## config.mk

```make
export PLATFORM = sky130hd
export DESIGN_NAME = node_top
export DESIGN_NICKNAME = d
export VERILOG_FILES = /design/src/common/neuron_pkg.sv /design/src/common/node_operand_if.sv /design/src/node_regs/node_axi_regs.sv /design/src/logic/partial_dot.sv /design/src/logic/node_combine.sv /design/src/logic/node_top.sv
export VERILOG_INCLUDE_DIRS = /design/src /design/src/common
export SDC_FILE = /design/constraint.sdc
export NUM_CORES = 2
export LEC_CHECK = 0
export BUFFER_PORTS_ARGS = -buffer_cell sky130_fd_sc_hd__clkbuf_2
export CAP_MARGIN = 20
export CORE_MARGIN = 2
export CORE_UTILIZATION = 45
export CTS_BUF_LIST = sky130_fd_sc_hd__clkbuf_16
export DETAILED_ROUTE_END_ITERATION = 12
export GPL_ROUTABILITY_DRIVEN = 0
export PLACE_DENSITY = 0.64
export SLEW_MARGIN = 5
export SYNTH_ARGS = -nofsm -noshare
export SYNTH_HDL_FRONTEND = slang
export SYNTH_HIERARCHICAL = 1
export SYNTH_SLANG_ARGS = --single-unit
```

## constraint.sdc

```tcl
create_clock -name clk -period 14.1 [get_ports clk]
set_input_delay 2.82 -clock clk [delete_from_list [all_inputs] [get_ports clk]]
set_output_delay 2.82 -clock clk [all_outputs]
set_load 0.01 [all_outputs]
```

## src/common/neuron_consts.svh

```systemverilog
`ifndef NEURON_CONSTS_SVH
`define NEURON_CONSTS_SVH

`define NODE_INPUTS 10
`define NODE_HALF 5
`define NODE_DATA_W 8
`define NODE_FRAC 6
`define NODE_PROD_W 16
`define NODE_PSUM_W 19
`define NODE_SUM_W 23
`define NODE_LATENCY 4

`define AXI_ADDR_W 8

`define REG_CTRL 8'h00
`define REG_BIAS 8'h04
`define REG_RESULT 8'h08
`define REG_ACT0 8'h10
`define REG_WGT0 8'h20

`endif

```

## src/common/neuron_pkg.sv

```systemverilog
`include "neuron_consts.svh"

package neuron_pkg;

	// All operands are Q1.6 fixed point
	typedef logic signed [`NODE_DATA_W-1:0] operand_t;

	typedef operand_t [`NODE_HALF-1:0] operand_half_t;

	typedef logic signed [`NODE_PSUM_W-1:0] psum_t;

	typedef struct packed
	{
		logic [29:0] reserved;
		logic clear_done;
		logic start;
	} ctrl_fields_t;

	// A bus word is either four operand bytes or the control fields
	typedef union packed
	{
		operand_t [3:0] lanes; // Lane 0 sits in bits 7:0
		ctrl_fields_t ctrl;
	} reg_word_u;

	typedef enum logic [1:0]
	{
		OKAY = 2'b00,
		SLVERR = 2'b10
	} axi_resp_t;

endpackage

```

## src/common/node_operand_if.sv

```systemverilog
`timescale 1ns/1ps

interface node_operand_if;

	logic issue; // One cycle pulse, operands valid with it
	neuron_pkg::operand_half_t a_lo;
	neuron_pkg::operand_half_t a_hi;
	neuron_pkg::operand_half_t w_lo;
	neuron_pkg::operand_half_t w_hi;
	neuron_pkg::operand_t bias;

	modport source
	(
		output issue,
		output a_lo,
		output a_hi,
		output w_lo,
		output w_hi,
		output bias
	);

	modport sink
	(
		input issue,
		input a_lo,
		input a_hi,
		input w_lo,
		input w_hi,
		input bias
	);

endinterface

```

## src/node_regs/node_axi_regs.sv

```systemverilog
`timescale 1ns/1ps
`include "neuron_consts.svh"

module node_axi_regs
(
	input logic clk,
	input logic reset,
	input logic [`AXI_ADDR_W-1:0] awaddr,
	input logic awvalid,
	output logic awready,
	input logic [31:0] wdata,
	input logic [3:0] wstrb,
	input logic wvalid,
	output logic wready,
	output neuron_pkg::axi_resp_t bresp,
	output logic bvalid,
	input logic bready,
	input logic [`AXI_ADDR_W-1:0] araddr,
	input logic arvalid,
	output logic arready,
	output logic [31:0] rdata,
	output neuron_pkg::axi_resp_t rresp,
	output logic rvalid,
	input logic rready,
	node_operand_if.source op,
	input neuron_pkg::operand_t result,
	input logic result_valid
);

	logic aw_full;
	logic w_full;
	logic [`AXI_ADDR_W-1:0] addr_q;
	neuron_pkg::reg_word_u wr_word;
	logic [3:0] strb_q;
	logic aw_hs;
	logic w_hs;
	logic ar_hs;
	logic wr_fire;
	logic aw_full_n;
	logic w_full_n;
	logic bvalid_n;
	logic rvalid_n;
	logic [1:0] wr_act_word;
	logic [1:0] wr_wgt_word;
	logic [1:0] rd_act_word;
	logic [1:0] rd_wgt_word;
	logic wr_ctrl;
	logic wr_bias;
	logic wr_mapped;
	logic start;
	logic clear;
	logic rd_mapped;
	neuron_pkg::reg_word_u rd_word;
	neuron_pkg::operand_t act [`NODE_INPUTS];
	neuron_pkg::operand_t wgt [`NODE_INPUTS];
	neuron_pkg::operand_t bias_r;
	neuron_pkg::operand_t result_r;
	logic done;
	logic busy;
	logic [$clog2(`NODE_LATENCY+1)-1:0] inflight;

	// Word 0 to 2 of an operand block, 3 when the address is outside it
	function automatic logic [1:0] operand_word(input logic [`AXI_ADDR_W-1:0] addr,
		input logic [`AXI_ADDR_W-1:0] base);
		if (addr[1:0] == 2'b00 && addr >= base && addr < base + 8'd12)
			return addr[3:2];
		return 2'd3;
	endfunction

	assign aw_hs = awvalid && awready;
	assign w_hs = wvalid && wready;
	assign ar_hs = arvalid && arready;
	assign wr_fire = aw_full && w_full;

	assign aw_full_n = (aw_full && !wr_fire) || aw_hs;
	assign w_full_n = (w_full && !wr_fire) || w_hs;
	assign bvalid_n = wr_fire || (bvalid && !bready);
	assign rvalid_n = ar_hs || (rvalid && !rready);

	assign wr_act_word = operand_word(addr_q, `REG_ACT0);
	assign wr_wgt_word = operand_word(addr_q, `REG_WGT0);
	assign wr_ctrl = addr_q == `REG_CTRL;
	assign wr_bias = addr_q == `REG_BIAS;
	assign wr_mapped = wr_ctrl || wr_bias || addr_q == `REG_RESULT
		|| wr_act_word != 2'd3 || wr_wgt_word != 2'd3;

	assign start = wr_fire && wr_ctrl && strb_q[0] && wr_word.ctrl.start;
	assign clear = wr_fire && wr_ctrl && strb_q[0] && (wr_word.ctrl.clear_done || wr_word.ctrl.start);

	assign op.issue = start;
	assign op.bias = bias_r;
	assign busy = inflight != '0;

	always_comb
	begin
		for (int i = 0; i < `NODE_HALF; i++)
		begin
			op.a_lo[i] = act[i];
			op.a_hi[i] = act[i + `NODE_HALF];
			op.w_lo[i] = wgt[i];
			op.w_hi[i] = wgt[i + `NODE_HALF];
		end
	end

	always_ff @(posedge clk)
	begin
		if (reset)
		begin
			aw_full <= 1'b0;
			w_full <= 1'b0;
			awready <= 1'b0;
			wready <= 1'b0;
			bvalid <= 1'b0;
			bresp <= neuron_pkg::OKAY;
		end
		else
		begin
			aw_full <= aw_full_n;
			w_full <= w_full_n;
			bvalid <= bvalid_n;
			awready <= !aw_full_n && !bvalid_n; // Held low while a response waits
			wready <= !w_full_n && !bvalid_n;
			if (wr_fire)
				bresp <= wr_mapped ? neuron_pkg::OKAY : neuron_pkg::SLVERR;
		end
	end

	always_ff @(posedge clk)
	begin
		if (aw_hs)
			addr_q <= awaddr;
		if (w_hs)
		begin
			wr_word <= wdata;
			strb_q <= wstrb;
		end
	end

	always_ff @(posedge clk)
	begin
		if (reset)
		begin
			for (int i = 0; i < `NODE_INPUTS; i++)
			begin
				act[i] <= '0;
				wgt[i] <= '0;
			end
			bias_r <= '0;
		end
		else if (wr_fire)
		begin
			if (wr_bias && strb_q[0])
				bias_r <= wr_word.lanes[0];
			for (int l = 0; l < 4; l++)
			begin
				if (wr_act_word != 2'd3 && strb_q[l] && {wr_act_word, 2'b00} + l < `NODE_INPUTS)
					act[{wr_act_word, 2'b00} + l] <= wr_word.lanes[l];
				if (wr_wgt_word != 2'd3 && strb_q[l] && {wr_wgt_word, 2'b00} + l < `NODE_INPUTS)
					wgt[{wr_wgt_word, 2'b00} + l] <= wr_word.lanes[l];
			end
		end
	end

	// Status and result capture
	always_ff @(posedge clk)
	begin
		if (reset)
		begin
			done <= 1'b0;
			result_r <= '0;
			inflight <= '0;
		end
		else
		begin
			if (clear)
				done <= 1'b0;
			if (result_valid)
			begin
				done <= 1'b1; // A fresh result wins over a clear in the same cycle
				result_r <= result;
			end
			case ({start, result_valid})
				2'b10: inflight <= inflight + 1'b1;
				2'b01: inflight <= inflight - 1'b1;
				default: inflight <= inflight;
			endcase
		end
	end

	assign rd_act_word = operand_word(araddr, `REG_ACT0);
	assign rd_wgt_word = operand_word(araddr, `REG_WGT0);

	always_comb
	begin
		rd_word = '0;
		rd_mapped = 1'b1;
		if (araddr == `REG_CTRL)
			rd_word = {30'b0, busy, done};
		else if (araddr == `REG_BIAS)
			rd_word.lanes[0] = bias_r;
		else if (araddr == `REG_RESULT)
			rd_word.lanes[0] = result_r;
		else if (rd_act_word != 2'd3)
		begin
			for (int l = 0; l < 4; l++)
				if ({rd_act_word, 2'b00} + l < `NODE_INPUTS)
					rd_word.lanes[l] = act[{rd_act_word, 2'b00} + l];
		end
		else if (rd_wgt_word != 2'd3)
		begin
			for (int l = 0; l < 4; l++)
				if ({rd_wgt_word, 2'b00} + l < `NODE_INPUTS)
					rd_word.lanes[l] = wgt[{rd_wgt_word, 2'b00} + l];
		end
		else
			rd_mapped = 1'b0;
	end

	always_ff @(posedge clk)
	begin
		if (reset)
		begin
			arready <= 1'b0;
			rvalid <= 1'b0;
			rdata <= '0;
			rresp <= neuron_pkg::OKAY;
		end
		else
		begin
			rvalid <= rvalid_n;
			arready <= !rvalid_n;
			if (ar_hs)
			begin
				rdata <= rd_word;
				rresp <= rd_mapped ? neuron_pkg::OKAY : neuron_pkg::SLVERR;
			end
		end
	end

endmodule

```

## src/logic/partial_dot.sv

```systemverilog
`timescale 1ns/1ps
`include "neuron_consts.svh"

module partial_dot
(
	input logic clk,
	input logic reset,
	input logic issue,
	input neuron_pkg::operand_half_t a,
	input neuron_pkg::operand_half_t w,
	output neuron_pkg::psum_t psum
);

	logic signed [`NODE_PROD_W-1:0] prod [`NODE_HALF]; // Q2.12 products
	logic prod_valid;
	neuron_pkg::psum_t prod_sum;

	always_comb
	begin
		prod_sum = '0;
		for (int i = 0; i < `NODE_HALF; i++)
			prod_sum = prod_sum + prod[i];
	end

	always_ff @(posedge clk)
	begin
		if (reset)
		begin
			prod_valid <= 1'b0;
			for (int i = 0; i < `NODE_HALF; i++)
				prod[i] <= '0;
			psum <= '0;
		end
		else
		begin
			prod_valid <= issue;
			if (issue)
			begin
				for (int i = 0; i < `NODE_HALF; i++)
					prod[i] <= $signed(a[i]) * $signed(w[i]);
			end
			if (prod_valid)
				psum <= prod_sum;
		end
	end

endmodule

```

## src/logic/node_combine.sv

```systemverilog
`timescale 1ns/1ps
`include "neuron_consts.svh"

module node_combine
(
	input logic clk,
	input logic reset,
	node_operand_if.sink op,
	input neuron_pkg::psum_t psum_lo,
	input neuron_pkg::psum_t psum_hi,
	output neuron_pkg::operand_t result,
	output logic result_valid
);

	neuron_pkg::operand_t bias_d1;
	neuron_pkg::operand_t bias_d2;
	logic issue_d1;
	logic issue_d2;
	logic sum_valid;
	logic signed [`NODE_SUM_W-1:0] bias_ext;
	logic signed [`NODE_SUM_W-1:0] sum;
	logic [`NODE_SUM_W-`NODE_FRAC-1:0] rounded;
	logic overflow;

	// Bias moves to the product scale of 12 fraction bits
	assign bias_ext = {{(`NODE_SUM_W - `NODE_DATA_W - `NODE_FRAC){bias_d2[`NODE_DATA_W-1]}},
		bias_d2, {`NODE_FRAC{1'b0}}};

	assign rounded = sum[`NODE_SUM_W-1:`NODE_FRAC] + sum[`NODE_FRAC-1];

	// Every bit above the result byte has to repeat the sign
	assign overflow = rounded[`NODE_SUM_W-`NODE_FRAC-1:`NODE_DATA_W-1]
		!= {(`NODE_SUM_W - `NODE_FRAC - `NODE_DATA_W + 1){rounded[`NODE_SUM_W-`NODE_FRAC-1]}};

	always_ff @(posedge clk)
	begin
		if (reset)
		begin
			issue_d1 <= 1'b0;
			issue_d2 <= 1'b0;
			sum_valid <= 1'b0;
			result_valid <= 1'b0;
			bias_d1 <= '0;
			bias_d2 <= '0;
			sum <= '0;
			result <= '0;
		end
		else
		begin
			issue_d1 <= op.issue;
			issue_d2 <= issue_d1;
			sum_valid <= issue_d2;
			result_valid <= sum_valid;
			bias_d1 <= op.bias;
			bias_d2 <= bias_d1;
			if (issue_d2)
				sum <= psum_lo + psum_hi + bias_ext; // Lines up with both psums
			if (sum_valid)
			begin
				if (overflow)
					result <= rounded[`NODE_SUM_W-`NODE_FRAC-1] ? 8'sh80 : 8'sh7f;
				else
					result <= rounded[`NODE_DATA_W-1:0];
			end
		end
	end

endmodule

```

## src/logic/node_top.sv

```systemverilog
`timescale 1ns/1ps
`include "neuron_consts.svh"

module node_top
(
	input logic clk,
	input logic reset,
	input logic [`AXI_ADDR_W-1:0] awaddr,
	input logic awvalid,
	output logic awready,
	input logic [31:0] wdata,
	input logic [3:0] wstrb,
	input logic wvalid,
	output logic wready,
	output logic [1:0] bresp,
	output logic bvalid,
	input logic bready,
	input logic [`AXI_ADDR_W-1:0] araddr,
	input logic arvalid,
	output logic arready,
	output logic [31:0] rdata,
	output logic [1:0] rresp,
	output logic rvalid,
	input logic rready
);

	node_operand_if op_if();

	neuron_pkg::psum_t psum_lo;
	neuron_pkg::psum_t psum_hi;
	neuron_pkg::operand_t result;
	logic result_valid;

	node_axi_regs regs
	(
		.clk(clk),
		.reset(reset),
		.awaddr(awaddr),
		.awvalid(awvalid),
		.awready(awready),
		.wdata(wdata),
		.wstrb(wstrb),
		.wvalid(wvalid),
		.wready(wready),
		.bresp(bresp),
		.bvalid(bvalid),
		.bready(bready),
		.araddr(araddr),
		.arvalid(arvalid),
		.arready(arready),
		.rdata(rdata),
		.rresp(rresp),
		.rvalid(rvalid),
		.rready(rready),
		.op(op_if.source),
		.result(result),
		.result_valid(result_valid)
	);

	partial_dot dot_lo
	(
		.clk(clk),
		.reset(reset),
		.issue(op_if.issue),
		.a(op_if.a_lo),
		.w(op_if.w_lo),
		.psum(psum_lo)
	);

	partial_dot dot_hi
	(
		.clk(clk),
		.reset(reset),
		.issue(op_if.issue),
		.a(op_if.a_hi),
		.w(op_if.w_hi),
		.psum(psum_hi)
	);

	node_combine combine
	(
		.clk(clk),
		.reset(reset),
		.op(op_if.sink),
		.psum_lo(psum_lo),
		.psum_hi(psum_hi),
		.result(result),
		.result_valid(result_valid)
	);

endmodule

```

==> impl_results.md <==
- Critical Path RT: 14.48 ns
- Die footprint: 117000 um^2
- Final hold vios: 0
- Hold Path Class: reg2reg
- Worst skew pair latency: 0.65 ns
- Final WS setup: 8.97 ns
- Register bit total from synthesis: 509
- Pleak: 0.0254 uW
- Final setup vio count: 0
- Root Driver: clkbuf_16
- Total CTS buffers: 57
- Slew headroom: 0.174
- Comb pwr share: 0.329
- Iter 0 DRT Violations: 2795
- Critical path's top delay family: adder cells
- Skew final: 0.0160 ns
- Power Density: 86.8 nW/um^2
- Total negative setup slack: 0 ns
- Die height: 341 um
- Crit path arrival time: 5.51 ns
- CP max stage cell: edfxtp_1
- Avg WL per Cell: 18.9 um
- Post-CTS Resized: 0
- First-pass GRT wire length: 205 mm
- Synthesized instance count: 5139
- EDFF count, synth: 364
- Post-CTS setup repair buffer count: 0
- Pin count of the biggest net entering global routing: 81
- Via count: 35220
- NetSw: 1670 uW
- CP bufs+invs: 3
- Final slew viol count: 0
- Initial cell density of the core: 0.455
- CP Capture Type: flop
- Congestion Overflow GR: 0
- IO Pins: 100
- First-pass DRT Iterations: 6
- Number of fill cells: 10458
- Top post-synthesis cells by area: fa_1 (26%), edfxtp_1 (21%), ha_1 (8.6%)
- Clock power frac: 0.312
- Synth area leader: fa_1
- Sw Share: 0.348
- Area grow syn2layout: 7.80%
- DRC: 0
- Most common cell in the synthesized netlist: inv_1
- Initial antenna violation count: 3
- Ys Warns: 6
- Buffers from clock root to sink, at most: 3
- CORE AREA: 113000 um^2
- Hold Buf Count CTS: 0
- Synth Flop Type: edfxtp_1
- VDD IR-drop max: 90.9 uV
- Final worst-path cycle share: 0.364
- Placed insts: 6658
- Unrepaired setup endpoints after global routing: false
- CP Launch Type: flop
- Worst-path cell chain: nand2b_1, fa_1, fa_1, inv_1, fa_1, inv_1, fa_1, inv_1, ha_1, o21a_1, o21ai_0, a21oi_1, o21ai_0, mux2i_1
- CTS H-tree lvls: 2
- Placed wire-length estimate: 103 mm
- Final core occ: 0.490
- Crit path time final: 5.13 ns
- Total Routing Usage GR: 0.226
- Die extent in x: 341 um
- Internal power: 3130 uW
- Achievable frequency: 0.195 GHz
- Post-synth top cells: inv_1 (1144), fa_1 (664), and2_1 (603)
- Non-Filler Instances: 6768
- Routed Antenna Nets: 0
- Syn_area_per_cell: 9.97 um^2
- Vias in the first global route: 36093
- TritonCTS clock tree: done
- Async SR Flop Fraction: 0
- Clk slew on worst S/H paths: 0.06 ns
- Final WL: 128 mm
- Critical Path Fanout Max: 10
- Clock sink count: 509
- Status: finished, final reports clean
- Least-Margin Pin Slew: 1.23 ns
- Max-cap violations: 0
- Layout cells sized above 1: 0.0636
- Worst path most repeated cell: fa_1
- Rows: 123
- Nets@finish: 6296
- Area share of the largest cell type after synthesis: 0.259
- DP Worst Slack: 8.45 ns
- Post-synth design cell area: 51300 um^2
- Kind of critical path: reg2reg
- Max incr delay on CP: 0.70 ns
- Sequential share of power: 0.359
- Port bufs: 97
- Distinct cells, synth: 112
- Sequential share of the synthesized area: 0.270
- Vias per cell: 5.20
[registers in the layout (all words and copies together) (netlist names), 3 cells and up]
name	cells
combine/bias_d2	8
regs/wr_word	32
combine/sum	16
regs/act	80
regs/result_r	8
regs/wgt	80
regs/addr_q	8
dot_hi/psum	19
regs/rdata	32
regs/op.bias	8
regs/inflight	3
combine/bias_d1	8
dot_hi/prod	80
combine/result	8
dot_lo/prod	80
dot_lo/psum	19
regs/strb_q	4
[placed cells by master, fill, tap and decap left out, drive strengths merged, types with 13 or more instances in the layout]
cell / instances
a221oi: 24
o22ai: 13
ha: 354
nor3b: 22
a21o: 25
clkbuf: 155
nor3: 64
o21ai: 170
buf: 18
a21oi: 127
dfxtp: 145
fa: 664
o22a: 16
nor2: 255
nand2b: 47
a211oi: 54
nor4: 15
o21bai: 23
edfxtp: 364
mux2: 19
xnor2: 110
inv: 1160
nor2b: 100
xor2: 35
clkinv: 21
or2: 26
and2: 611
o21a: 36
nand3: 39
mux2i: 86
nand2: 259
and3: 21
[per-layer routing]
| metal | global-route usage | vias to the layer above | part of all wire | routed length, um |
|---|---|---|---|---|
| li1 | - | 16522 | - | - |
| met4 | 0.0679 | 2 | 0.030 | 3790 |
| met1 | 0.330 | 17449 | 0.46 | 58300 |
| met5 | 0 | - | 0.00016 | 20 |
| met2 | 0.350 | 1065 | 0.45 | 57200 |
| met3 | 0.0306 | 182 | 0.069 | 8810 |
[metrics by stage]
step                hold WS [ns]  cell area (um^2)  total power, uW
finish                     0.446             55200             4800
CTS                        0.450             55200             4840
detailed placement         0.424             53300             3320
floorplan                  0.414             51300             2910
global route               0.461             55200             5120
global placement           0.418             53300             3310
[power by group through the flow]
stage | clock, uW | sequential, uW | combinational (uW)
floorplan | 0 | 1710 | 1210
global placement | 0 | 1750 | 1560
detailed placement | 0 | 1750 | 1570
CTS | 1530 | 1720 | 1590
global route | 1580 | 1720 | 1810
finish | 1500 | 1720 | 1580
[worst paths after layout]
kind                               startpoint                          endpoint  slack, ns  cells past startpoint
hold / removal    combine/issue_d1$_SDFF_PP0_       combine/issue_d2$_SDFF_PP0_       0.45                      1
hold reg to reg   combine/issue_d1$_SDFF_PP0_       combine/issue_d2$_SDFF_PP0_       0.45                      1
setup / recovery     regs/wgt[9][7]$_DFFE_PP_  dot_hi/prod[0][78]$_SDFFCE_PN0P_       8.97                     14
setup reg to reg     regs/wgt[9][7]$_DFFE_PP_  dot_hi/prod[0][78]$_SDFFCE_PN0P_       8.97                     14
[worst reg2reg max path: stages (launching register included)]
cell and delay [ns]:
edfxtp_1 0.70, nand2b_1 0.19, fa_1 0.54, fa_1 0.55
inv_1 0.06, fa_1 0.54, inv_1 0.06, fa_1 0.53
inv_1 0.04, ha_1 0.32, o21a_1 0.14, o21ai_0 0.29
a21oi_1 0.18, o21ai_0 0.54, mux2i_1 0.17
[final cells by class]
| cell class | count | area, um^2 | area share |
|---|---|---|---|
| sequential | 509 | 13800 | 0.250 |
| clock inverter | 47 | 357 | 0.00645 |
| tap | 1500 | 1880 | 0.0340 |
| antenna | 1 | 2.50 | 0.0000453 |
| timing repair buffer | 113 | 663 | 0.0120 |
| clock buffer | 60 | 1500 | 0.0272 |
| inverter | 1145 | 4300 | 0.0778 |
| multi-input combinational | 3393 | 32700 | 0.592 |
[cells by family after synthesis]
kind of cell             after synthesis  synth area share
flip-flops                           509             0.270
multiplexers                         105            0.0210
other                                  1         0.0000732
buffers and inverters               1238            0.0922
AO/OA/AOI/OAI                        618            0.0843
XOR/XNOR                             145            0.0248
adder cells (fa/ha/maj)             1018             0.346
AND/OR/NAND/NOR                     1505             0.162
No activity file was read; power rests on OpenSTA's default activity.
